File: config.mk
export PLATFORM = sky130hd
export DESIGN_NAME = address_decoder
export DESIGN_NICKNAME = d
export VERILOG_FILES = /design/src/design/mmio_pkg.sv /design/src/design/address_decoder.sv
export VERILOG_INCLUDE_DIRS = /design/src /design/src/design
export SDC_FILE = /design/constraint.sdc
export NUM_CORES = 1
export LEC_CHECK = 0
export BUFFER_PORTS_ARGS = -buffer_cell sky130_fd_sc_hd__buf_2
export CAP_MARGIN = 10
export CELL_PAD_IN_SITES_DETAIL_PLACEMENT = 1
export CELL_PAD_IN_SITES_GLOBAL_PLACEMENT = 1
export CORE_AREA = 2 2 49 51
export DETAILED_ROUTE_END_ITERATION = 7
export DIE_AREA = 0 0 51 53
export PLACE_DENSITY_LB_ADDON = 0.2
export SYNTH_ARGS = -nofsm -noshare
export SYNTH_HDL_FRONTEND = slang
export SYNTH_SLANG_ARGS = --single-unit
export TNS_END_PERCENT = 30
File: constraint.sdc
create_clock -name vclk -period 5.3
set_clock_uncertainty 0.15 [all_clocks]
set_input_delay 1.06 -clock vclk [all_inputs]
set_output_delay 1.06 -clock vclk [all_outputs]
set_load 0.02 [all_outputs]
File: src/design/mmio_settings.svh
`ifndef MMIO_SETTINGS_SVH
`define MMIO_SETTINGS_SVH

// core bus widths
`define ADDR_WIDTH 32
`define DATA_WIDTH 64
// ram is built from 32-bit words, doublewords take two of them
`define WORD_WIDTH 32

// on-chip data ram, 4 KiB starting at 0x1000
`define RAM_BASE  32'h0000_1000
`define RAM_WORDS 1024

// keyboard data register
`define KEY_ADDR 32'h0000_0F00

// sd bridge registers
`define SD_ADDR_REG  32'h0000_0F10
`define SD_READ_REG  32'h0000_0F14
`define SD_READY_REG 32'h0000_0F18
`define SD_AVAIL_REG 32'h0000_0F1C

// sector buffer window and capture limits
`define SD_BUF_BASE          32'h0000_0800
`define SD_SECTOR_BYTES      512
`define SD_AVAIL_CLEAR_INDEX 10

`endif

File: src/design/mmio_pkg.sv
`include "mmio_settings.svh"

package mmio_pkg;

    // load/store type as driven by the core
    typedef enum logic [2:0] {
        LS_B  = 3'd0,
        LS_H  = 3'd1,
        LS_W  = 3'd2,
        LS_D  = 3'd3,
        LS_BU = 3'd4,
        LS_HU = 3'd5,
        LS_WU = 3'd6
    } ls_type_e;

    // decoded target of a bus access
    typedef enum logic [2:0] {
        REGION_NONE,
        REGION_RAM,
        REGION_KEY,
        REGION_SD_ADDR,
        REGION_SD_READ,
        REGION_SD_READY,
        REGION_SD_AVAIL,
        REGION_SD_BUF
    } region_e;

    // bus sequencer states
    // the _HI states handle the upper word of a doubleword
    typedef enum logic [2:0] {
        ST_IDLE,
        ST_READ,
        ST_READ_HI,
        ST_WRITE,
        ST_WRITE_HI
    } seq_state_e;

    // one core-side request, held stable for the whole access
    typedef struct packed {
        logic [`ADDR_WIDTH-1:0] addr;
        logic [`DATA_WIDTH-1:0] wdata;
        ls_type_e               ls_type;
    } bus_req_t;

endpackage

File: src/design/address_decoder.sv
`timescale 1ns/1ps
`include "mmio_settings.svh"

module address_decoder (
    input  logic [`ADDR_WIDTH-1:0]              addr,
    output mmio_pkg::region_e                   region,
    output logic [$clog2(`RAM_WORDS)-1:0]       ram_index,
    output logic [$clog2(`SD_SECTOR_BYTES)-1:0] buf_index
);
    import mmio_pkg::*;

    logic [`ADDR_WIDTH-1:0] ram_offset;
    logic [`ADDR_WIDTH-1:0] buf_offset;
    logic                   in_ram;
    logic                   in_buf;

    // offsets from each window base
    // addresses below a base wrap high and fail the span test
    assign ram_offset = addr - `RAM_BASE;
    assign buf_offset = addr - `SD_BUF_BASE;
    assign in_ram     = ram_offset < (`RAM_WORDS * 4);
    assign in_buf     = buf_offset < `SD_SECTOR_BYTES;

    // word index drops the byte offset bits
    assign ram_index = ram_offset[$clog2(`RAM_WORDS)+1:2];
    assign buf_index = buf_offset[$clog2(`SD_SECTOR_BYTES)-1:0];

    always_comb begin
        // ram wins over everything else
        if (in_ram) begin
            region = REGION_RAM;
        end else if (in_buf) begin
            region = REGION_SD_BUF;
        end else begin
            case (addr)
                `KEY_ADDR:     region = REGION_KEY;
                `SD_ADDR_REG:  region = REGION_SD_ADDR;
                `SD_READ_REG:  region = REGION_SD_READ;
                `SD_READY_REG: region = REGION_SD_READY;
                `SD_AVAIL_REG: region = REGION_SD_AVAIL;
                // unmapped, completes with zero data
                default:       region = REGION_NONE;
            endcase
        end
    end

endmodule

-- After elaboration in Yosys (flattened, before gate mapping)
Index checks and enable logic that the tools add are counted.
- logic and storage cells: 12
- register bits: 0
- output and inout port bits: 22
- muxes and demuxes: 3
- order comparisons: 2
- eq/ne operators: 5
- $add $sub $neg: 2
- operators with widths (cell ; count):
    $eq 32x12->1 const B ; 5
    $lt 32x10->1 const B ; 1
    $lt 32x13->1 const B ; 1
    $sub 32x12->32 const B ; 1
    $sub 32x13->32 const B ; 1
    $pmux 3 s5 ; 1
    $mux 3 ; 2

-- Logic depth before layout (Yosys ltp)
- depth after elaboration: 4
- mapped depth: 7
- mapped depth without buffers: 7

-- Worst setup path before layout
OpenSTA, ideal clock, no wires.
- path kind: input to output
- start point: in addr[15]
- end point: out region[1]
- arrival time: 2.441 ns
- stages: 5
- slack: 1.649 ns
- buffers on the path: 0
- data required time: 4.090 ns
- cell sequence: nor4_4 > nand4_4 > o21a_1 > o31a_1 > a21oi_1
- cells in the longest elaborated chain, start to end: 4
- RTL lines (element ; line ; RTL):
    start: declaration ; address_decoder.sv:5 ; input logic [`ADDR_WIDTH-1:0] addr,
    $sub 32x12->32 (no source line) / $eq 32x12->1 (equally long branches) ; -- ;
    $lt 32x10->1 (no source line) / $pmux 3 s5 (equally long branches) ; -- ;
    $mux 3 ; address_decoder.sv:32 ; end else if (in_buf) begin
    $mux 3 (*) ; address_decoder.sv:30 ; if (in_ram) begin
    end: declaration ; address_decoder.sv:6 ; output mmio_pkg::region_e region,
Mark *: on every way between the ends. The rest lies on a longest branch, timed or not.

-- Final worst setup path
- start point: in addr[11]
- end point: out region[2]
The elaborated chain is that of the path after synthesis.

==> metrics.md <==
| Metric | Value |
|---|---|
| Status | `completed` |
| Met1 wire length | `~700 µm` |
| Max-slew headroom | `70.4%` |
| Worst-Margin Slew | `437 ps` |
| Post-Syn Area | `522 µm²` |
| Mean post-synth cell area | `6.87 µm²` |
| Synth area leader | `buf_4` |
| Share of the synthesized area in the top cell type | `27.3%` |
| Post-DP HPWL | `1530 µm` |
| # DRC | `0` |
| Synth unique cells | `24` |
| Number of global-route vias before repair | `slightly above 600` |
| Fillers | `296` |
| Die width | `between 50 and 60 µm` |
| I/O pin cnt | `54` |
| Final core occ | `31.9%` |
| Post-DR wirelength/cell | `12.0 µm` |
| Final net count | `146` |
| Min-delay worst type | `in2out` |
| Register area | `0 µm²` |
| FFs & Latches | `0` |
| Diodes inserted | `0` |
| Clkbuf count | `0` |
| WL met2 | `817 µm` |
| Met3 wire len | `159 µm` |
| Maximum Capacitance Violations | `0` |
| Peak Freq | `approximately 0.26 GHz` |
| Routed Wire Length | `around 1700 µm` |
| Core area | `2150 µm²` |
| Setup violations, final | `0` |
| Row cnt | `17` |
| RSZ-0062 raised after global routing | `false` |
| Power per Cell Area | `just over 70 nW/µm²` |
| Total track usage | `a little under an eighth` |
| Post CTS Setup Buffer Count | `0` |
| Crit Path Max Fanout | `6` |
| Worst setup EP type | `output port` |
| Critical path's most frequent cell | `buf_2` |
| Synth Net Count | `109` |
| Final Cycle Share | `73.3%` |
| Die footprint | `2700 µm²` |
| CP Class | `in2out` |
| Die height | `53 µm` |
| Port-buffer cells | `54` |
| GR Overflow Total | `0` |
| Share of cells above drive strength 1 | `51.4%` |
| Arr. time, crit path | `2680 ps` |
| Max VDD drop | `approximately 0.028 mV` |
| Yosys warns | `0` |
| CP delay by family, top | `simple AND/OR/NAND/NOR gates` |
| CP Launch Type | `primary input` |
| Layout area overhead | `31.2%` |
| Via/cell ratio | `4.92` |
| Starting Density | `24.3%` |
| Setup_tns | `0 ps` |
| Post-CTS resize count | `0` |
| Top cells by area, synth | `buf_4 (27%), nor4_4 (8.2%), nor3_1 (6.7%)` |
| CP max stage delay | `roughly 280 ps` |
| Top layer in use | `met3` |
| Seq/Total Area, Yosys | `0%` |
| Critical path cell sequence | `buf_2, inv_1, ha_1, nor4b_1, nand3_1, a211oi_1, nand4_1, a21oi_1, buf_2` |
| Min Tclk post-route | `3890 ps` |
| GPL Wtd Cong | `0.737` |
| Largest net degree at the start of global routing | `7` |
| Fin. max-slew vios | `0` |
| Fin area | `684 µm²` |
| Mapped Cells | `76` |
| Drt first-iter violations | `14` |
| Slowest stage cell, crit path | `nor4b_1` |
| Setup crit start | `addr[11]` |
| Post-DP Area | `684 µm²` |
| Via count | `684` |
| Required time worst endpoint | `4090 ps` |
| CP Capture Point | `region[2]` |
| Initial antenna violation count | `0` |
| Final Hold Viols | `0` |
| WP buf/inv | `3` |
| First-pass GRT wire length | `2570 µm` |
| Hold_buf cts | `0` |
| Final ANT Viol Nets | `0` |
| WP depth | `9` |
| Leakage power | `around 0.32 nW` |
| Initial DRT Pass Iterations | `4` |
[cells in the final DEF, fill, tap and decap left out, types with 3 or more instances in the layout]
cell type,instances
nand3_1,3
nor3_1,7
nand3b_1,3
nand2_1,6
nor2_1,7
buf_2,54
o21ai_0,4
nand4_1,5
nor4_1,3
[kinds of logic (layout without fill, tap and decap cells)]
| logic type | count (synthesis) | in the layout | synth area share [%] |
|---|---|---|---|
| AND/OR/NAND/NOR | 41 | 41 | 52.3 |
| buffers and inverters | 21 | 56 | 28.8 |
| AO/OA/AOI/OAI | 12 | 12 | 14.9 |
| adder cells (fa/ha/maj) | 1 | 1 | 2.40 |
| XOR/XNOR | 1 | 1 | 1.68 |
[worst min path at each step]
stage / start / to / slack, ps / cells past startpoint
after floorplan: addr[0] / buf_index[0] / 2080 / 1
after global placement: addr[0] / buf_index[0] / 2200 / 2
after detailed placement: addr[1] / buf_index[1] / 2210 / 2
after CTS: addr[1] / buf_index[1] / 2210 / 2
after global routing: addr[1] / buf_index[1] / 2220 / 2
final: addr[1] / buf_index[1] / 2210 / 2
[synth_stat cells, drive strengths merged, types with 2 or more instances]
library cell	number
a21oi	2
buf	19
inv	2
nand2	6
nand3	3
nand3b	3
nand4	6
nor2	7
nor3	7
nor4	5
nor4b	2
o21ai	4
[through the flow]
step,power [mW],cells,setup WS [ps],hold slack [ps]
final,0.0489,139,1410,2210
after CTS,0.0494,139,1390,2210
after floorplan,0.0308,76,1650,2080
after global routing,0.0534,139,1270,2220
after global placement,0.0483,139,1440,2200
after detailed placement,0.0493,139,1400,2210
[layer usage]
layer	vias to the layer above	track usage, %
met5	-	0
met4	0	0
met3	0	0.565
met2	40	22.7
met1	301	15.2
li1	343	-
[layout make-up]
cell class / count / area, µm² / area share [%]
Tap cell: 28 / 35.0 / 5.12
Multi-Input combinational cell: 55 / 372 / 54.3
Inverter: 2 / 7.51 / 1.10
Timing Repair Buffer: 54 / 270 / 39.5
[power by group]
| part | internal, mW | switching (mW) |
|---|---|---|
| Combinational | 0.0190 | 0.0300 |
| Clock | 0 | 0 |
| Sequential | 0 | 0 |
| Total | 0.0190 | 0.0300 |
(Power assumes the default switching activity.)
