[src/design/mmio_settings.svh]
`ifndef MMIO_SETTINGS_SVH
`define MMIO_SETTINGS_SVH

// core bus widths
`define ADDR_WIDTH 32
`define DATA_WIDTH 64
// ram is built from 32-bit words, doublewords take two of them
`define WORD_WIDTH 32

// on-chip data ram, 4 KiB starting at 0x1000
`define RAM_BASE  32'h0000_1000
`define RAM_WORDS 1024

// keyboard data register
`define KEY_ADDR 32'h0000_0F00

// sd bridge registers
`define SD_ADDR_REG  32'h0000_0F10
`define SD_READ_REG  32'h0000_0F14
`define SD_READY_REG 32'h0000_0F18
`define SD_AVAIL_REG 32'h0000_0F1C

// sector buffer window and capture limits
`define SD_BUF_BASE          32'h0000_0800
`define SD_SECTOR_BYTES      512
`define SD_AVAIL_CLEAR_INDEX 10

`endif

[src/design/mmio_pkg.sv]
`include "mmio_settings.svh"

package mmio_pkg;

    // load/store type as driven by the core
    typedef enum logic [2:0] {
        LS_B  = 3'd0,
        LS_H  = 3'd1,
        LS_W  = 3'd2,
        LS_D  = 3'd3,
        LS_BU = 3'd4,
        LS_HU = 3'd5,
        LS_WU = 3'd6
    } ls_type_e;

    // decoded target of a bus access
    typedef enum logic [2:0] {
        REGION_NONE,
        REGION_RAM,
        REGION_KEY,
        REGION_SD_ADDR,
        REGION_SD_READ,
        REGION_SD_READY,
        REGION_SD_AVAIL,
        REGION_SD_BUF
    } region_e;

    // bus sequencer states
    // the _HI states handle the upper word of a doubleword
    typedef enum logic [2:0] {
        ST_IDLE,
        ST_READ,
        ST_READ_HI,
        ST_WRITE,
        ST_WRITE_HI
    } seq_state_e;

    // one core-side request, held stable for the whole access
    typedef struct packed {
        logic [`ADDR_WIDTH-1:0] addr;
        logic [`DATA_WIDTH-1:0] wdata;
        ls_type_e               ls_type;
    } bus_req_t;

endpackage

[src/design/sd_sector_bridge.sv]
`timescale 1ns/1ps
`include "mmio_settings.svh"

module sd_sector_bridge (
    input  logic                                CLOCK_50,
    input  logic                                KEY0,
    input  mmio_pkg::region_e                   reg_write,
    input  logic                                reg_write_en,
    input  logic [31:0]                         wdata,
    input  logic [$clog2(`SD_SECTOR_BYTES)-1:0] buf_index,
    input  logic [7:0]                          sd_byte,
    input  logic                                sd_byte_valid,
    output logic [7:0]                          buf_byte,
    output logic                                sd_available,
    output logic [31:0]                         sd_sector,
    output logic                                sd_read_start
);
    import mmio_pkg::*;

    localparam int BW = $clog2(`SD_SECTOR_BYTES);
    // one extra bit so the index can sit at a full sector
    localparam int IW = BW + 1;

    logic [7:0]    buffer [0:`SD_SECTOR_BYTES-1];
    logic [IW-1:0] capture_index;
    logic          valid_d;
    logic          valid_rise;
    logic          sector_full;

    assign valid_rise  = sd_byte_valid && !valid_d;
    assign sector_full = capture_index == IW'(`SD_SECTOR_BYTES);

    always_ff @(posedge CLOCK_50 or negedge KEY0) begin
        if (!KEY0) begin
            valid_d       <= 1'b0;
            capture_index <= '0;
            sd_available  <= 1'b0;
            sd_sector     <= '0;
            sd_read_start <= 1'b0;
        end else begin
            valid_d <= sd_byte_valid;
            // read-start is a single-cycle pulse per register write
            sd_read_start <= reg_write_en && (reg_write == REGION_SD_READ);
            if (reg_write_en && (reg_write == REGION_SD_ADDR)) begin
                sd_sector <= wdata;
            end
            // wrap one cycle after the last byte and flag the sector
            if (sector_full) begin
                capture_index <= '0;
                sd_available  <= 1'b1;
            end else begin
                if (valid_rise) begin
                    capture_index <= capture_index + 1'b1;
                end
                // next sector is well under way, old data is stale
                if (capture_index == IW'(`SD_AVAIL_CLEAR_INDEX)) begin
                    sd_available <= 1'b0;
                end
            end
        end
    end

    // byte capture and registered read port
    always_ff @(posedge CLOCK_50) begin
        if (valid_rise && !sector_full) begin
            buffer[capture_index[BW-1:0]] <= sd_byte;
        end
        buf_byte <= buffer[buf_index];
    end

endmodule

[config.mk]
export PLATFORM = sky130hd
export DESIGN_NAME = sd_sector_bridge
export DESIGN_NICKNAME = d
export VERILOG_FILES = /design/src/design/mmio_pkg.sv /design/src/design/sd_sector_bridge.sv
export VERILOG_INCLUDE_DIRS = /design/src /design/src/design
export SDC_FILE = /design/constraint.sdc
export NUM_CORES = 2
export LEC_CHECK = 0
export BUFFER_PORTS_ARGS = -buffer_cell sky130_fd_sc_hd__buf_2
export CAP_MARGIN = 40
export CORE_MARGIN = 2
export CORE_UTILIZATION = 41
export CTS_CLUSTER_DIAMETER = 100
export CTS_CLUSTER_SIZE = 10
export DETAILED_ROUTE_END_ITERATION = 10
export PLACE_DENSITY_LB_ADDON = 0.05
export SLEW_MARGIN = 20
export SYNTH_ARGS = -nofsm -noshare
export SYNTH_HDL_FRONTEND = slang
export SYNTH_SLANG_ARGS = --single-unit
[constraint.sdc]
create_clock -name CLOCK_50 -period 2.5 [get_ports CLOCK_50]
set_clock_uncertainty 0.1 [all_clocks]
set_input_delay 0.5 -clock CLOCK_50 [delete_from_list [all_inputs] [get_ports CLOCK_50]]
set_output_delay 0.5 -clock CLOCK_50 [all_outputs]
set_load 0.005 [all_outputs]
# After elaboration in Yosys (flattened, before gate mapping)
# Memories as Yosys holds them, arrays and structs flattened. A register that Yosys moved wholly into a read port is not among the register bits.
# Index checks and enable logic that the tools add are counted.
# classes
n_addsub	1
n_eq_ne	4
muxes	6
reduce_logical	8
# op_table
op	count
two-way mux 10 bit	2
adder 10 x 1 -> 10 bit, second input constant	1
== test 10 bit, second input constant	1
== test 10 x 4 -> 1 bit, second input constant	1
logical AND 1 bit	4
two-way mux 1 bit	4
nonzero test 2 bit	2
== test 3 x 2 -> 1 bit, second input constant	1
== test 3 bit, second input constant	1
logical NOT 1 bit	2
# totals
register_bits	45
ram_bits	4096
in_bits	56
out_inout_bits	42
mem_count	1
# mem_list
memory	depth	word_bits	rd	rd_ports_with_merged_regs	wr	line_no	text
buffer	512	8	1	1	1	sd_sector_bridge.sv:24	logic [7:0] buffer [0:`SD_SECTOR_BYTES-1];

# Longest topological paths before layout
# depth
depth_word	5
depth_mapped	13
ltp_nobuf	7

# Worst setup path after synthesis
# Ideal clock, no wire load.
# synth_timing
kind	input -> register
start	input buf_index[0]
end	register buf_byte[6], read port of buffer
arrival_ps	2366
required_time_ps	2282
path_slack_ps	-84
path_stages	10
path_buffers	4
cell_sequence	buf_6 buf_8 buf_8 buf_2 mux4_2 o22ai_1 a22oi_1 nand4_1 nand2_1 o2111a_1
# synth_lines
item	line_no	text
start: declaration	sd_sector_bridge.sv:10	input logic [$clog2(`SD_SECTOR_BYTES)-1:0] buf_index,
end: declaration	sd_sector_bridge.sv:13	output logic [7:0] buf_byte,

==> results.json <==
{
  "post_syn_instances": 8202,
  "dr_total_vias": 88200,
  "grt_usage": 0.238,
  "synthesis.nets": 8262,
  "layout-drive-gt1-share": 0.328,
  "cts-buffers-inserted": 453,
  "gp_congestion": 0.854,
  "route.detailed.wl_per_inst_um": 31.4,
  "clock_tree.htree_level_count": 5,
  "cp_class": "flip-flop to flip-flop",
  "placement.setup.worst_slack_ns": -1.57,
  "core_area_um2": 396000,
  "total_number_of_yosys_warnings": 0,
  "clock_sink_count": 4149,
  "min_period_ns": 2.93,
  "fin_ws_ns": -0.432,
  "area_growth_pct": 20.9,
  "setup-tns-final_ns": -1.17,
  "worstSkewPairLatency_ns": 1.00,
  "outcome": "finished with violations",
  "yosysUniqueCellTypes": 80,
  "initial_antenna_violation_count": 31,
  "drv_cap": 0,
  "power_per_cell_area_nw_per_um2": 740,
  "synth.ff_latch_count": 4149,
  "tritoncts": "yes",
  "start_kind": "flip-flop",
  "io_buffers": 97,
  "drt_drc_violations_left": 0,
  "grt_pass1_vias": 90100,
  "critPathArrivalTime_ns": 3.71,
  "detail_route.vias_per_cell": 5.69,
  "placed_area_um2": 184000,
  "synth_enable_flop_cells": 4096,
  "die_w_um": 635,
  "hold_path_class": "primary input to flip-flop",
  "commonest_cells_after_routing_fill_and_taps_aside": "sky130_fd_sc_hd__edfxtp_1, sky130_fd_sc_hd__buf_4, sky130_fd_sc_hd__mux2i_1",
  "most_common_cell_after_layout_fill_and_taps_aside": "sky130_fd_sc_hd__edfxtp_1",
  "violated_checks": "negative setup slack",
  "overall_die_area_um2": 403000,
  "drtPass1Iterations": 6,
  "report.final.setup_viol": 6,
  "final_design_area_no_fill_um2": 197000,
  "timing.final.hold_violations": 0,
  "grt_start_max_net_pins": 124,
  "clock-root-buffer": "sky130_fd_sc_hd__clkbuf_16",
  "ys_seq_area_frac": 0.761,
  "power.static_leakage_nw": 66.4,
  "cell_area_after_synthesis_um2": 163000,
  "postSynth.topFlopCell": "sky130_fd_sc_hd__edfxtp_1",
  "post_synth.cell_area_avg_um2": 19.9,
  "remaining_antenna_violation_count_after_routing": 0,
  "timing.critical_path.required_ns": 3.28,
  "rr_startpoint": "buffer[335][1]",
  "die-height_um": 635,
  "slew-limit-headroom": 0.417,
  "global_route_wire_length_before_repair_um": 689000,
  "starting_density_of_the_core": 0.412,
  "finalPower_w": 0.146,
  "globalRouteOverflowTotal": 0,
  "drtIter0Drc": 9410,
  "hp-start": "sd_byte_valid",
  "rows": 231,
  "achievable_clock_frequency_mhz": 341,
  "final.period_utilization": 1.17,
  "top_level_ports": 98,
  "num-fill-cells": 32400,
  "endpoint_kind": "flip-flop",
  "dp.final_hpwl_um": 330000,
  "clock_tree_buf_depth": 4,
  "maxSlewViolCount": 0,
  "cp-startpoint": "buffer[335][1]",
  "post_cts_clock_slew_at_the_launch_and_capture_registers_of_the_worst_setup_and_hold_paths_ns": 0.06,
  "ir_drop_mv": 0.603,
  "synth_async_sr_flop_share": 0.0108,
  "routed_wl_um": 487000,
  "crit_path_max_fanout": 1,
  "max_slew.worst_pin.slew_ns": 0.874,
  "finish.net_count": 10200,
  "grt_setup_unrepaired": "true"
}
==> stage by stage <==
step | std cells | hold WS (ns) | utilization
floorplan | 8202 | 0.104 | -
detailed placement | 14900 | 0.391 | 0.465
finish | 15500 | 0.0780 | 0.498
global placement | 14900 | 0.384 | 0.465
global route | 15500 | 0.0467 | 0.498
CTS | 15500 | 0.00813 | 0.497
==> final timing paths <==
path,end,slack [ns],depth (start not counted)
max,buf_byte[1],-0.43,9
min,valid_d,0.08,2
max reg2reg,buf_byte[1],-0.43,9
min reg2reg,sd_sector[22],0.40,1
max in group asynchronous,capture_index[7],1.70,3
min in group asynchronous,sd_sector[19],0.11,3
==> synthesized netlist by cell type, types with 46 or more instances <==
cell type	number	share of area
sky130_fd_sc_hd__a211oi_1	50	0.0023
sky130_fd_sc_hd__a21oi_1	149	0.0046
sky130_fd_sc_hd__buf_2	107	0.0033
sky130_fd_sc_hd__buf_8	47	0.0043
sky130_fd_sc_hd__clkbuf_1	210	0.0048
sky130_fd_sc_hd__edfxtp_1	4096	0.75
sky130_fd_sc_hd__mux2_2	48	0.0033
sky130_fd_sc_hd__mux2i_1	691	0.042
sky130_fd_sc_hd__mux4_2	667	0.092
sky130_fd_sc_hd__nand2_1	200	0.0046
sky130_fd_sc_hd__nand3_1	46	0.0014
sky130_fd_sc_hd__nor2_1	583	0.013
sky130_fd_sc_hd__nor3_1	161	0.0049
sky130_fd_sc_hd__o21ai_0	88	0.0027
sky130_fd_sc_hd__o221ai_1	272	0.015
sky130_fd_sc_hd__o22ai_1	202	0.0077
==> kinds of logic (layout without fill, tap and decap cells) <==
logic type / count (synthesis) / after routing / synth area share
xor+xnor: 9 / 9 / 0.000483
fa+ha+maj: 4 / 4 / 0.000307
other cells: 0 / 4 / 0
mux: 1439 / 1439 / 0.143
buf+inv: 530 / 2584 / 0.0239
compound gates: 873 / 873 / 0.0380
simple gates: 1198 / 1198 / 0.0330
flops: 4149 / 4149 / 0.761
==> sequential cells by signal (all words and copies together), names as in the netlist <==
| signal | cells |
|---|---|
| sd_available | 1 |
| sd_read_start | 1 |
| sd_sector | 32 |
| buf_byte | 8 |
| buffer | 4096 |
| capture_index | 10 |
| valid_d | 1 |
==> routing by layer <==
metal | track usage | up-vias | wire length [um]
met3 | 0.0305 | 559 | 26600
met2 | 0.392 | 2649 | 236000
li1 | - | 37700 | -
met5 | 0 | - | 27
met1 | 0.344 | 47300 | 216000
met4 | 0.0447 | 4 | 9520
==> report_power, final <==
part           internal [W]  switching [W]  leakage [nW]
Sequential           0.0767       0.000174          37.4
Combinational       0.00420        0.00661          23.1
Clock                0.0327         0.0257          5.89
Total                 0.114         0.0325          66.4
==> critical path: stages (launching register included) <==
cell                       delay (ns)
sky130_fd_sc_hd__edfxtp_1        0.36
sky130_fd_sc_hd__mux4_2          0.47
sky130_fd_sc_hd__o21a_1          0.22
sky130_fd_sc_hd__a211oi_2        0.17
sky130_fd_sc_hd__buf_4           0.19
sky130_fd_sc_hd__nor4_2          0.04
sky130_fd_sc_hd__nand4_1         0.30
sky130_fd_sc_hd__nand4_1         0.47
sky130_fd_sc_hd__buf_4           0.31
sky130_fd_sc_hd__and4bb_1        0.20
==> what timing repair did <==
| action | CTS | global route |
|---|---|---|
| gates cloned | 1 | 0 |
| hold endpoints to repair | 555 | 0 |
| pin swaps | 41 | 25 |
| setup endpoints to repair | 987 | 552 |
| buffers inserted | 2 | 0 |
| resized for setup | 86 | 66 |
| hold buffers | 44 | 0 |
==> area by class of cell <==
cell class	instances	area (um2)	share of cell area
inverters	5	31.3	0.000158
multi-input cells	3523	35800	0.182
diodes	4	10.0	0.0000507
repair buffers	2032	18700	0.0945
flip-flops and latches	4149	124000	0.629
clock buffers	528	11800	0.0597
clock inverters	19	278	0.00141
well taps	5242	6560	0.0332
Note: power is estimated with default switching activity, not from simulation.
