==> src/design/mmio_settings.svh <==
`ifndef MMIO_SETTINGS_SVH
`define MMIO_SETTINGS_SVH

// core bus widths
`define ADDR_WIDTH 32
`define DATA_WIDTH 64
// ram is built from 32-bit words, doublewords take two of them
`define WORD_WIDTH 32

// on-chip data ram, 4 KiB starting at 0x1000
`define RAM_BASE  32'h0000_1000
`define RAM_WORDS 1024

// keyboard data register
`define KEY_ADDR 32'h0000_0F00

// sd bridge registers
`define SD_ADDR_REG  32'h0000_0F10
`define SD_READ_REG  32'h0000_0F14
`define SD_READY_REG 32'h0000_0F18
`define SD_AVAIL_REG 32'h0000_0F1C

// sector buffer window and capture limits
`define SD_BUF_BASE          32'h0000_0800
`define SD_SECTOR_BYTES      512
`define SD_AVAIL_CLEAR_INDEX 10

`endif

==> src/design/mmio_pkg.sv <==
`include "mmio_settings.svh"

package mmio_pkg;

    // load/store type as driven by the core
    typedef enum logic [2:0] {
        LS_B  = 3'd0,
        LS_H  = 3'd1,
        LS_W  = 3'd2,
        LS_D  = 3'd3,
        LS_BU = 3'd4,
        LS_HU = 3'd5,
        LS_WU = 3'd6
    } ls_type_e;

    // decoded target of a bus access
    typedef enum logic [2:0] {
        REGION_NONE,
        REGION_RAM,
        REGION_KEY,
        REGION_SD_ADDR,
        REGION_SD_READ,
        REGION_SD_READY,
        REGION_SD_AVAIL,
        REGION_SD_BUF
    } region_e;

    // bus sequencer states
    // the _HI states handle the upper word of a doubleword
    typedef enum logic [2:0] {
        ST_IDLE,
        ST_READ,
        ST_READ_HI,
        ST_WRITE,
        ST_WRITE_HI
    } seq_state_e;

    // one core-side request, held stable for the whole access
    typedef struct packed {
        logic [`ADDR_WIDTH-1:0] addr;
        logic [`DATA_WIDTH-1:0] wdata;
        ls_type_e               ls_type;
    } bus_req_t;

endpackage

==> src/design/bus_sequencer.sv <==
`timescale 1ns/1ps
`include "mmio_settings.svh"

module bus_sequencer (
    input  logic                   CLOCK_50,
    input  logic                   KEY0,
    input  mmio_pkg::bus_req_t     bus_req,
    input  logic                   read_enable,
    input  logic                   write_enable,
    input  mmio_pkg::region_e      region,
    input  logic [`WORD_WIDTH-1:0] ram_word,
    input  logic [7:0]             key_code,
    input  logic                   sd_ready,
    input  logic                   sd_available,
    input  logic [7:0]             buf_byte,
    output logic [`DATA_WIDTH-1:0] read_data,
    output logic                   read_done,
    output logic                   write_done,
    output logic                   ram_write,
    output logic                   ram_hi_word,
    output mmio_pkg::region_e      reg_write,
    output logic                   reg_write_en
);
    import mmio_pkg::*;

    seq_state_e             state;
    // first cycle of ST_READ/ST_WRITE waits for the registered ram word
    logic                   step;
    logic                   ram_double;
    logic [`WORD_WIDTH-1:0] ram_shifted;
    logic [`WORD_WIDTH-1:0] lo_word;
    logic [`DATA_WIDTH-1:0] read_mux;

    // only ram accesses take the second word step
    assign ram_double = (region == REGION_RAM) && (bus_req.ls_type == LS_D);

    // sub-word loads come back shifted down by the byte offset
    assign ram_shifted = ram_word >> {bus_req.addr[1:0], 3'b000};

    // ram stores on the second cycle of ST_WRITE and again in ST_WRITE_HI
    assign ram_write = (region == REGION_RAM) &&
                       (((state == ST_WRITE) && step) || (state == ST_WRITE_HI));

    // point the ram at the next word one cycle early for a double read
    assign ram_hi_word = ((state == ST_READ) && step && ram_double) ||
                         (state == ST_READ_HI) || (state == ST_WRITE_HI);

    // register writes land on the same edge that raises write_done
    assign reg_write_en = (state == ST_WRITE) && step && (region != REGION_RAM);
    assign reg_write    = reg_write_en ? region : REGION_NONE;

    // read source per region, zero-extended
    always_comb begin
        read_mux = '0;
        case (region)
            REGION_RAM:      read_mux[`WORD_WIDTH-1:0] = ram_shifted;
            REGION_KEY:      read_mux[7:0] = key_code;
            REGION_SD_READY: read_mux[0] = sd_ready;
            REGION_SD_AVAIL: read_mux[0] = sd_available;
            REGION_SD_BUF:   read_mux[7:0] = buf_byte;
            default:         read_mux = '0;
        endcase
    end

    always_ff @(posedge CLOCK_50 or negedge KEY0) begin
        if (!KEY0) begin
            state      <= ST_IDLE;
            step       <= 1'b0;
            read_done  <= 1'b1;
            write_done <= 1'b1;
            read_data  <= '0;
        end else begin
            case (state)
                ST_IDLE: begin
                    step <= 1'b0;
                    // done drops on the edge that sees the strobe
                    if (read_enable) begin
                        read_done <= 1'b0;
                        state     <= ST_READ;
                    end else if (write_enable) begin
                        write_done <= 1'b0;
                        state      <= ST_WRITE;
                    end
                end
                ST_READ: begin
                    step <= 1'b1;
                    if (step) begin
                        step <= 1'b0;
                        if (ram_double) begin
                            state <= ST_READ_HI;
                        end else begin
                            read_data <= read_mux;
                            read_done <= 1'b1;
                            state     <= ST_IDLE;
                        end
                    end
                end
                ST_READ_HI: begin
                    // upper word at address + 4
                    read_data <= {ram_word, lo_word};
                    read_done <= 1'b1;
                    state     <= ST_IDLE;
                end
                ST_WRITE: begin
                    step <= 1'b1;
                    if (step) begin
                        step <= 1'b0;
                        if (ram_double) begin
                            state <= ST_WRITE_HI;
                        end else begin
                            write_done <= 1'b1;
                            state      <= ST_IDLE;
                        end
                    end
                end
                ST_WRITE_HI: begin
                    write_done <= 1'b1;
                    state      <= ST_IDLE;
                end
                default: state <= ST_IDLE;
            endcase
        end
    end

    // low half of a doubleword, held until the upper word arrives
    always_ff @(posedge CLOCK_50) begin
        if ((state == ST_READ) && step && ram_double) begin
            lo_word <= ram_word;
        end
    end

endmodule

==> config.mk <==
export PLATFORM = sky130hd
export DESIGN_NAME = bus_sequencer
export DESIGN_NICKNAME = d
export VERILOG_FILES = /design/src/design/mmio_pkg.sv /design/src/design/bus_sequencer.sv
export VERILOG_INCLUDE_DIRS = /design/src /design/src/design
export SDC_FILE = /design/constraint.sdc
export NUM_CORES = 1
export LEC_CHECK = 0
export BUFFER_PORTS_ARGS = -buffer_cell sky130_fd_sc_hd__buf_2
export CAP_MARGIN = 20
export CORE_MARGIN = 4
export CORE_UTILIZATION = 40
export CTS_BUF_LIST = sky130_fd_sc_hd__clkbuf_8
export CTS_CLUSTER_DIAMETER = 200
export DETAILED_ROUTE_END_ITERATION = 12
export GPL_TIMING_DRIVEN = 0
export PLACE_DENSITY = 0.79
export SYNTH_ARGS = -nofsm -noshare
export SYNTH_HDL_FRONTEND = slang
export SYNTH_SLANG_ARGS = --single-unit
==> constraint.sdc <==
create_clock -name CLOCK_50 -period 5.11 [get_ports CLOCK_50]
set_input_delay 0.2555 -clock CLOCK_50 [delete_from_list [all_inputs] [get_ports CLOCK_50]]
set_output_delay 0.2555 -clock CLOCK_50 [all_outputs]
set_load 0.02 [all_outputs]
Word-level counts from Yosys, hierarchy flattened
Cells that the tools add are included.
W data, S select, Z words.

word-level totals
  register bits after elaboration = 102
  bits in latches = 0
  bits in writable memories = 0
  memory bits (read-only) = 0
  input bits = 156
  output and inout bits = 72
  logic and storage cells = 68
  memories = 0

operators by class
  add/sub/neg operators = 0
  multipliers = 0
  div/mod/pow operators = 0
  order comparisons = 0
  eq/ne operators = 19
  shift operators = 1
  muxes and demuxes = 23
  bitwise operators = 0
  reductions and logical operators = 19

operators with widths
  operator              number
  $mux W64              2
  $pmux W64 S2          1
  $shr A32 B5 Y32       1
  $mux W24              1
  $pmux W7 S3           1
  $mux W3               6
  $ne A2 B2 Y1 const B  7
  $eq A3 B2 Y1 const B  4
  $eq A3 B3 Y1 const B  4
  $pmux W3 S3           1
  $eq A3 B1 Y1 const B  2
  $logic_and A1 B1 Y1   6
  $mux W1               6
  $pmux W1 S3           2
  $reduce_and A3 Y1     2
  $reduce_bool A3 Y1    2
  $pmux W1 S5           1
  $reduce_and A5 Y1     1
  $reduce_and A4 Y1     1
  $reduce_bool A2 Y1    2
  $logic_not A3 Y1      1
  $logic_or A1 B1 Y1    3
  $ne A3 B1 Y1 const B  1
  $ne A3 B3 Y1 const B  1
  3 further kinds       3

Longest topological paths before layout
Gate-level depths: netlist of the first run.

  depth after elaboration = 5
  mapped depth = 7
  gate-level depth less buffers = 4

Worst setup path before layout of the first run
No wires, ideal clock.

  path kind = input to register
  start = in region[1]
  end = reg lo_word[0], enable pin
  setup time = 421 ps
  data arrival time = 2474 ps
  data required time = 4689 ps
  slack = 2215 ps
  stages = 4
  cells stage by stage = or3b_1 > buf_6 > or2_2 > nor2_1

on the way
  word-level cells in the longest chain between the ends = 3

RTL lines
  item                  RTL line              RTL
  start, declared       bus_sequencer.sv:10   input mmio_pkg::region_e region,
  $eq A3 B1 Y1          bus_sequencer.sv:35   assign ram_double = (region == REGION_RAM) && (bus_req.ls_type == LS_D);
  $logic_and A1 B1 Y1   bus_sequencer.sv:35
  $logic_and A1 B1 Y1   bus_sequencer.sv:127  if ((state == ST_READ) && step && ram_double) begin
  end signal, assigned  bus_sequencer.sv:128  lo_word <= ram_word;
  end, declared         bus_sequencer.sv:31   logic [`WORD_WIDTH-1:0] lo_word;

No other way between the ends.
A chain may end at the register's enable or synchronous reset.

Worst setup path after layout of the first run
  start = reg state[0]
  end = out reg_write[0]

on the way
  word-level cells in the longest chain between the ends = 4

RTL lines
  item                              RTL line             RTL
  start, declared                   bus_sequencer.sv:26  seq_state_e state;
  start signal, assigned            bus_sequencer.sv:67  state <= ST_IDLE;
  start signal, assigned            bus_sequencer.sv:79  state <= ST_READ;
  start signal, assigned            bus_sequencer.sv:82  state <= ST_WRITE;
  $eq A3 B2 Y1                      bus_sequencer.sv:49  assign reg_write_en = (state == ST_WRITE) && step && (region != REGION_RAM);
  $logic_and A1 B1 Y1 (2 in a row)  bus_sequencer.sv:49
  $mux W3                           bus_sequencer.sv:50  assign reg_write = reg_write_en ? region : REGION_NONE;
  end, declared                     bus_sequencer.sv:21  output mmio_pkg::region_e reg_write,

No other way between the ends.

==> impl_metrics.toml, run 1 <==
[status]
violations = "negative hold slack"
status = "finished, violations left"

[timing]
setup_viol = 0
slew_viol_final = 0
hold_viol = 8
slew_headroom_pct = 38.1
tns_ns = 0
period_share_pct = 43.4
max_freq_ghz = 0.451
finClkSkew_ns = 0.0113
finalCriticalPeriod_ns = 2.22
tightestPinTransition_ns = 0.926
fin_hold_ws_ns = -0.00962
postLayoutSetupSlackWorst_ns = 2.89
rsz0062_at_grt = "false"

[layout]
syn_to_final_growth_pct = 21.9
drive_gt1_share_pct = 40.7
nFillCells = 1030
nets = 657
diodes = 0

[synthesis]
synthFlopType = "dfrtp_1"
async_reset_ff_share_pct = 68.6
netlist_area_um2 = 4750
ys_types = 44
avgSynthCellArea_um2 = 13.2
ys_ff_latch = 102
synth_edf_count = 32
syn-num-nets = 515
syn_inst = 359
yosysWarnings = 0
ys_seq_area_share_pct = 57.2

[drt]
ant_nets = 0
avgRoutedWirePerCell_um = 19.3
routed_via_density = 5.48
drtIter0Drc = 329
drc = 0
wl_met2_um = 6020
wl_met3_um = 892
via_count = 3556
wl_um = 12500
top_layer = "met4"
first_pass_iters = 4
wl_met1_um = 5400

[critical_path]
start_kind = "flop"
worstPathArrival_ns = 1.96
crit_path_end_kind = "output pin"
reg2reg_to = "read_data[45]"
critPathMaxStageDelay_ns = 0.34
crit_type = "flop to output pin"
reg2reg_depth = 5
path_cells = "clkbuf_1, nor2b_1, nand3_1, nor2_1, and2_1, buf_2"
required_ns = 4.85
r2r-start = "state[0]"
crit_fanout = 9
reg2reg_slack_ns = 3.02
cpMaxStageDelayCell = "dfrtp_1"

[power_and_ir_drop]
finalPower_w = 0.00276
leakagePower_nw = 2.78
cellPowerDensity_nw_per_um2 = 477
ir_worst_vdd_mv = 0.253

[clocking]
post_cts_buffers = 0
clk_pin_slew_worst_paths_ns = 0.11
cts_tree = "yes"
cts_hold_buf = 0
cts_resized = 0
clk-insertion-delay-late_ns = 0.37
clockRootBuffer = "clkbuf_8"
clock-sinks = 102
max-clock-path-buffers = 2
htreeDepth = 3
cts_buffers = 9

[grt]
grtUsageTotal_pct = 18.5
grt_pass1_wl_um = 19300
grt_pass1_vias = 3606
gr-total-overflow = 0
antenna_found_initial = 0
grt_max_degree = 71

[placement]
post-dp-hpwl_um = 9420
routabilityCongestion = 0.831
portBuffers = 131
place_ws_ns = 2.67

[die]
die-width_um = 117
io_pins = 228
rows = 39
fp.dieH_um = 117
core_area_um2 = 11500
die-area_um2 = 13700
initial_core_util_pct = 41.2

[min_path]
hold_path.class = "input pin to asynchronous set/reset pin"

[run]
max-cap-violations = 0
metal layers:
metal | up-vias | GRT usage (%)
met5 | - | 0
met4 | 0 | 4.51
met3 | 16 | 4.52
met2 | 135 | 30.7
met1 | 1759 | 24.6
li1 | 1646 | -
state kept, by name, indices dropped and copies added (netlist names):
name / cells
lo_word: 32
step: 1
read_data: 64
state: 3
read_done: 1
write_done: 1
through the flow:
step | utilization (%) | instance area [um2] | hold slack, ns | instances
floorplan | - | 4750 | -0.0401 | 359
global placement | 48.5 | 5580 | 0.454 | 633
detailed placement | 48.6 | 5590 | 0.447 | 633
CTS | 50.3 | 5790 | 0.0316 | 649
global route | 50.3 | 5790 | 0.0592 | 649
finish | 50.3 | 5790 | -0.00962 | 649
cell usage after synthesis, types with 9 or more instances:
library cell | instances | area (um2)
a22o_1 | 48 | 420
mux2_1 | 10 | 113
buf_2 | 12 | 60.1
dfrtp_1 | 68 | 1700
clkbuf_1 | 9 | 33.8
edfxtp_1 | 32 | 961
nor2_1 | 16 | 60.1
mux2i_1 | 17 | 170
nand2_1 | 19 | 71.3
o21ai_0 | 11 | 55.1
mux2_2 | 21 | 236
layout by cell type, fill, tap and decap left out, types with 8 or more instances in the layout:
master	count
a22o_1	48
a31oi_1	8
and3_1	8
buf_2	142
clkbuf_1	9
clkbuf_8	10
dfrtp_1	68
edfxtp_1	32
mux2_1	10
mux2_2	21
mux2i_1	17
mux4_2	8
nand2_1	19
nor2_1	15
nor3b_1	8
o21ai_0	11
o21ai_1	8
o2bb2ai_1	8
layout make-up:
class | instances | area, um2 | area share (%)
buffer | 31 | 176 | 3.05
multi-input combinational | 221 | 1850 | 31.9
inverter | 5 | 18.8 | 0.324
sequential | 102 | 2720 | 46.9
timing repair buffer | 131 | 658 | 11.4
tap | 143 | 179 | 3.09
clock inverter | 6 | 60.1 | 1.04
clock buffer | 10 | 138 | 2.38
where the power goes:
group          internal (W)  leakage, nW  total (W)  switching, W
registers           0.00103         1.22    0.00113     0.0000978
logic              0.000469         1.46    0.00113      0.000664
clock network      0.000204        0.103   0.000501      0.000296
total               0.00171         2.78    0.00276       0.00106
kinds of logic (layout without fill, tap and decap cells):
group	count (synthesis)	in the layout	synth area share [%]
flip-flops	102	102	57.2
AO/OA/AOI/OAI	92	92	14.9
AND/OR/NAND/NOR	72	72	8.88
multiplexers	56	56	14.7
buffers and inverters	36	183	4.11
XOR/XNOR	1	1	0.184
how the worst max path moves through the flow:
stage	start	to	slack, ns	cells after the start
after floorplan	region[1]	lo_word[0]	2.22	4
after global placement	region[1]	lo_word[19]	1.47	5
after detailed placement	region[1]	lo_word[19]	2.67	5
after CTS	state[0]	reg_write[0]	2.86	6
after global routing	state[0]	reg_write[0]	2.72	6
final	state[0]	reg_write[0]	2.89	6
worst max-delay path: cells and delay by family (launching register included):
family | cells | cell delay (ns)
AND/OR/NAND/NOR | 4 | 0.79
buffers and inverters | 2 | 0.46
flip-flops | 1 | 0.34
(Power assumes the default switching activity.)
==> run 2: changes to the inputs <==
--- a/config.mk
+++ b/config.mk
@@ -6,6 +6,7 @@
 export SDC_FILE = /design/constraint.sdc
 export NUM_CORES = 1
 export LEC_CHECK = 0
+export ABC_AREA = 1
 export BUFFER_PORTS_ARGS = -buffer_cell sky130_fd_sc_hd__buf_2
 export CAP_MARGIN = 20
 export CORE_MARGIN = 4
@@ -14,7 +15,7 @@
 export CTS_CLUSTER_DIAMETER = 200
 export DETAILED_ROUTE_END_ITERATION = 12
 export GPL_TIMING_DRIVEN = 0
-export PLACE_DENSITY = 0.79
+export PLACE_DENSITY = 0.81
 export SYNTH_ARGS = -nofsm -noshare
 export SYNTH_HDL_FRONTEND = slang
 export SYNTH_SLANG_ARGS = --single-unit
==> constraint.sdc (replaced) <==
create_clock -name CLOCK_50 -period 1.9 [get_ports CLOCK_50]
set_input_delay 0.095 -clock CLOCK_50 [delete_from_list [all_inputs] [get_ports CLOCK_50]]
set_output_delay 0.095 -clock CLOCK_50 [all_outputs]
set_load 0.02 [all_outputs]
==> run 2 against run 1 <==
Effect of this change:
- the run now ends clean
- worst setup slack got worse by 2.8 ns
- synthesized cell count up 69%
- combinational power grew to 3.6 times the previous value
- critical endpoint is now lo_word[30]
- largest cell class unchanged
==> impl_metrics.toml, run 2 <==
[timing]
rsz0062_at_grt = "false"
setup_viol = 0
fin_hold_ws_ns = 0.0132
max_freq_ghz = 0.554
hold_viol = 0
tns_ns = 0
slew_headroom_pct = 39.8
period_share_pct = 95.0
slew_viol_final = 0
tightestPinTransition_ns = 0.903
finalCriticalPeriod_ns = 1.81
finClkSkew_ns = 0.0155

[layout]
largestRegisters = "read_data (64), lo_word (32), state (3)"
nets = 939
syn_to_final_growth_pct = 28.8
final_cell_mix = "nand2_1, buf_2, dfrtp_1"
drive_gt1_share_pct = 24.0
largest-register = "read_data"
diodes = 0
largest_reg_flops = 64
layout_commonest_cell = "nand2_1"
final_cells = 935

[drt]
drc = 0
drtIter0Drc = 425
via_count = 4668
ant_nets = 0
routed_via_density = 4.99
first_pass_iters = 5
wl_um = 14600
avgRoutedWirePerCell_um = 15.6

[synthesis]
yosysWarnings = 0
synth.most_common_cell = "nand2_1"
yosys-top-cells-count = "nand2_1, dfrtp_1, nor2_1"
ys_types = 29
synthSimpleGateAreaFrac_pct = 30.3
synthFlopType = "dfrtp_1"
synth-xor-area-share_pct = 0
ys_ff_latch = 102
avgSynthCellArea_um2 = 8.04
async_reset_ff_share_pct = 68.6
syn_inst = 608
muxShareOfSynthArea_pct = 0
netlist_area_um2 = 4890
syn-num-nets = 764
synth_top_family_by_area = "simple AND/OR/NAND/NOR gates"
synth_top_area_cell = "dfrtp_1"
synthDominantCellAreaShare_pct = 34.8
synthAdderAreaFrac_pct = 0
synth_compound_area_share_pct = 7.53
ys_seq_area_share_pct = 55.6
synth_edf_count = 32
yosys-top-cells-area = "dfrtp_1, nand2_1, edfxtp_1"

[grt]
grtUsageMet3_pct = 5.02
top_usage_layer = "met2"
use_met1_pct = 28.3
grtUsageTotal_pct = 20.8
grt_pass1_vias = 4413
grt_pass1_wl_um = 23200
gr-total-overflow = 0
use_met2_pct = 32.5
grt_max_degree = 71
antenna_found_initial = 1

[power_and_ir_drop]
leakagePower_nw = 3.38
cellPowerDensity_nw_per_um2 = 1400
ir_worst_vdd_mv = 0.744

[die]
die-area_um2 = 14000
rows = 40
initial_core_util_pct = 40.8
fp.dieH_um = 119
io_pins = 228
die-width_um = 119
core_area_um2 = 12000

[critical_path]
start_kind = "flop"
cpMaxStageDelayCell = "dfrtp_2"
path_cells = "inv_2, nand2_2, nor2_2, nand3_1, clkinvlp_4, buf_16"
crit_type = "flop to flop"
crit_fanout = 19
crit_path_end_kind = "flop"
worstPathArrival_ns = 1.89
required_ns = 1.99
critPathMaxStageDelay_ns = 0.45

[clocking]
cts_tree = "yes"
max-clock-path-buffers = 2
clk_pin_slew_worst_paths_ns = 0.10
htreeDepth = 3
clockRootBuffer = "clkbuf_8"
cts_buffers = 9
clock-sinks = 102
post_cts_buffers = 0
clk-insertion-delay-late_ns = 0.37

[status]
status = "completed"

[run]
max-cap-violations = 0

[min_path]
hold_path.class = "input pin to flop"

[placement]
portBuffers = 133
post-dp-hpwl_um = 10800
dp_cells = 889
routabilityCongestion = 0.940
## run 2: cells by family after synthesis
| logic type | count (synthesis) |
|---|---|
| AOI/OAI and AO/OA | 64 |
| buffers and inverters | 71 |
| and+or+nand+nor | 371 |
| DFF | 102 |
## run 2: area by class of cell
class	count	area [um2]
Fill cell	1096	5670
Tap cell	147	184
Multi-Input combinational cell	435	1860
Clock inverter	6	63.8
Timing Repair Buffer	165	1010
Sequential cell	102	2720
Buffer	28	156
Clock buffer	10	138
Inverter	42	164
## run 2: path summary, 6_finish.rpt
kind	from	depth (start not counted)	end	slack (ns)
worst max-delay path	state[2]	6	lo_word[30]	0.09
worst min-delay path	ram_word[25]	1	lo_word[25]	0.01
worst max register to register	state[2]	6	lo_word[30]	0.09
worst min register to register	read_done	2	read_done	0.47
max in group asynchronous	KEY0	2	state[2]	0.91
min in group asynchronous	KEY0	2	state[0]	0.38
## run 2: routing by layer
layer / part of all wire [%] / vias to the layer above
li1: - / 2294
met4: 2.2 / 2
met1: 44 / 2132
met2: 46 / 208
met5: 0.048 / -
met3: 7.7 / 32
## run 2: power by group
part	leakage, nW	internal, W	switching (W)
registers	1.22	0.00296	0.000384
clock network	0.104	0.000643	0.000749
logic	2.05	0.00128	0.00282
total	3.38	0.00488	0.00395
## run 2: per-stage QoR
step | total power [W] | instance area [um2] | utilization [%] | worst slack (ns)
final | 0.00883 | 6290 | 52.6 | 0.0948
after global routing | 0.00946 | 6290 | 52.6 | 0.00409
after CTS | 0.00885 | 6260 | 52.4 | 0.0575
after detailed placement | 0.00741 | 5770 | 48.2 | -0.128
after global placement | 0.00732 | 5740 | 47.9 | -0.415
after floorplan | 0.00595 | 4890 | - | 0.0754
## run 2: timing repair
item                       in CTS  in global routing
pin swaps                       0                  0
hold endpoints to repair      108                  2
hold buffers                   29                  2
setup endpoints to repair      22                  2
resized for setup               3                  3
## run 2: critical path, delay by kind of cell, from the launching register on
| kind | cells | cell delay [ns] |
|---|---|---|
| AND/OR/NAND/NOR | 3 | 0.46 |
| flip-flops | 1 | 0.45 |
| buffers and inverters | 3 | 0.60 |
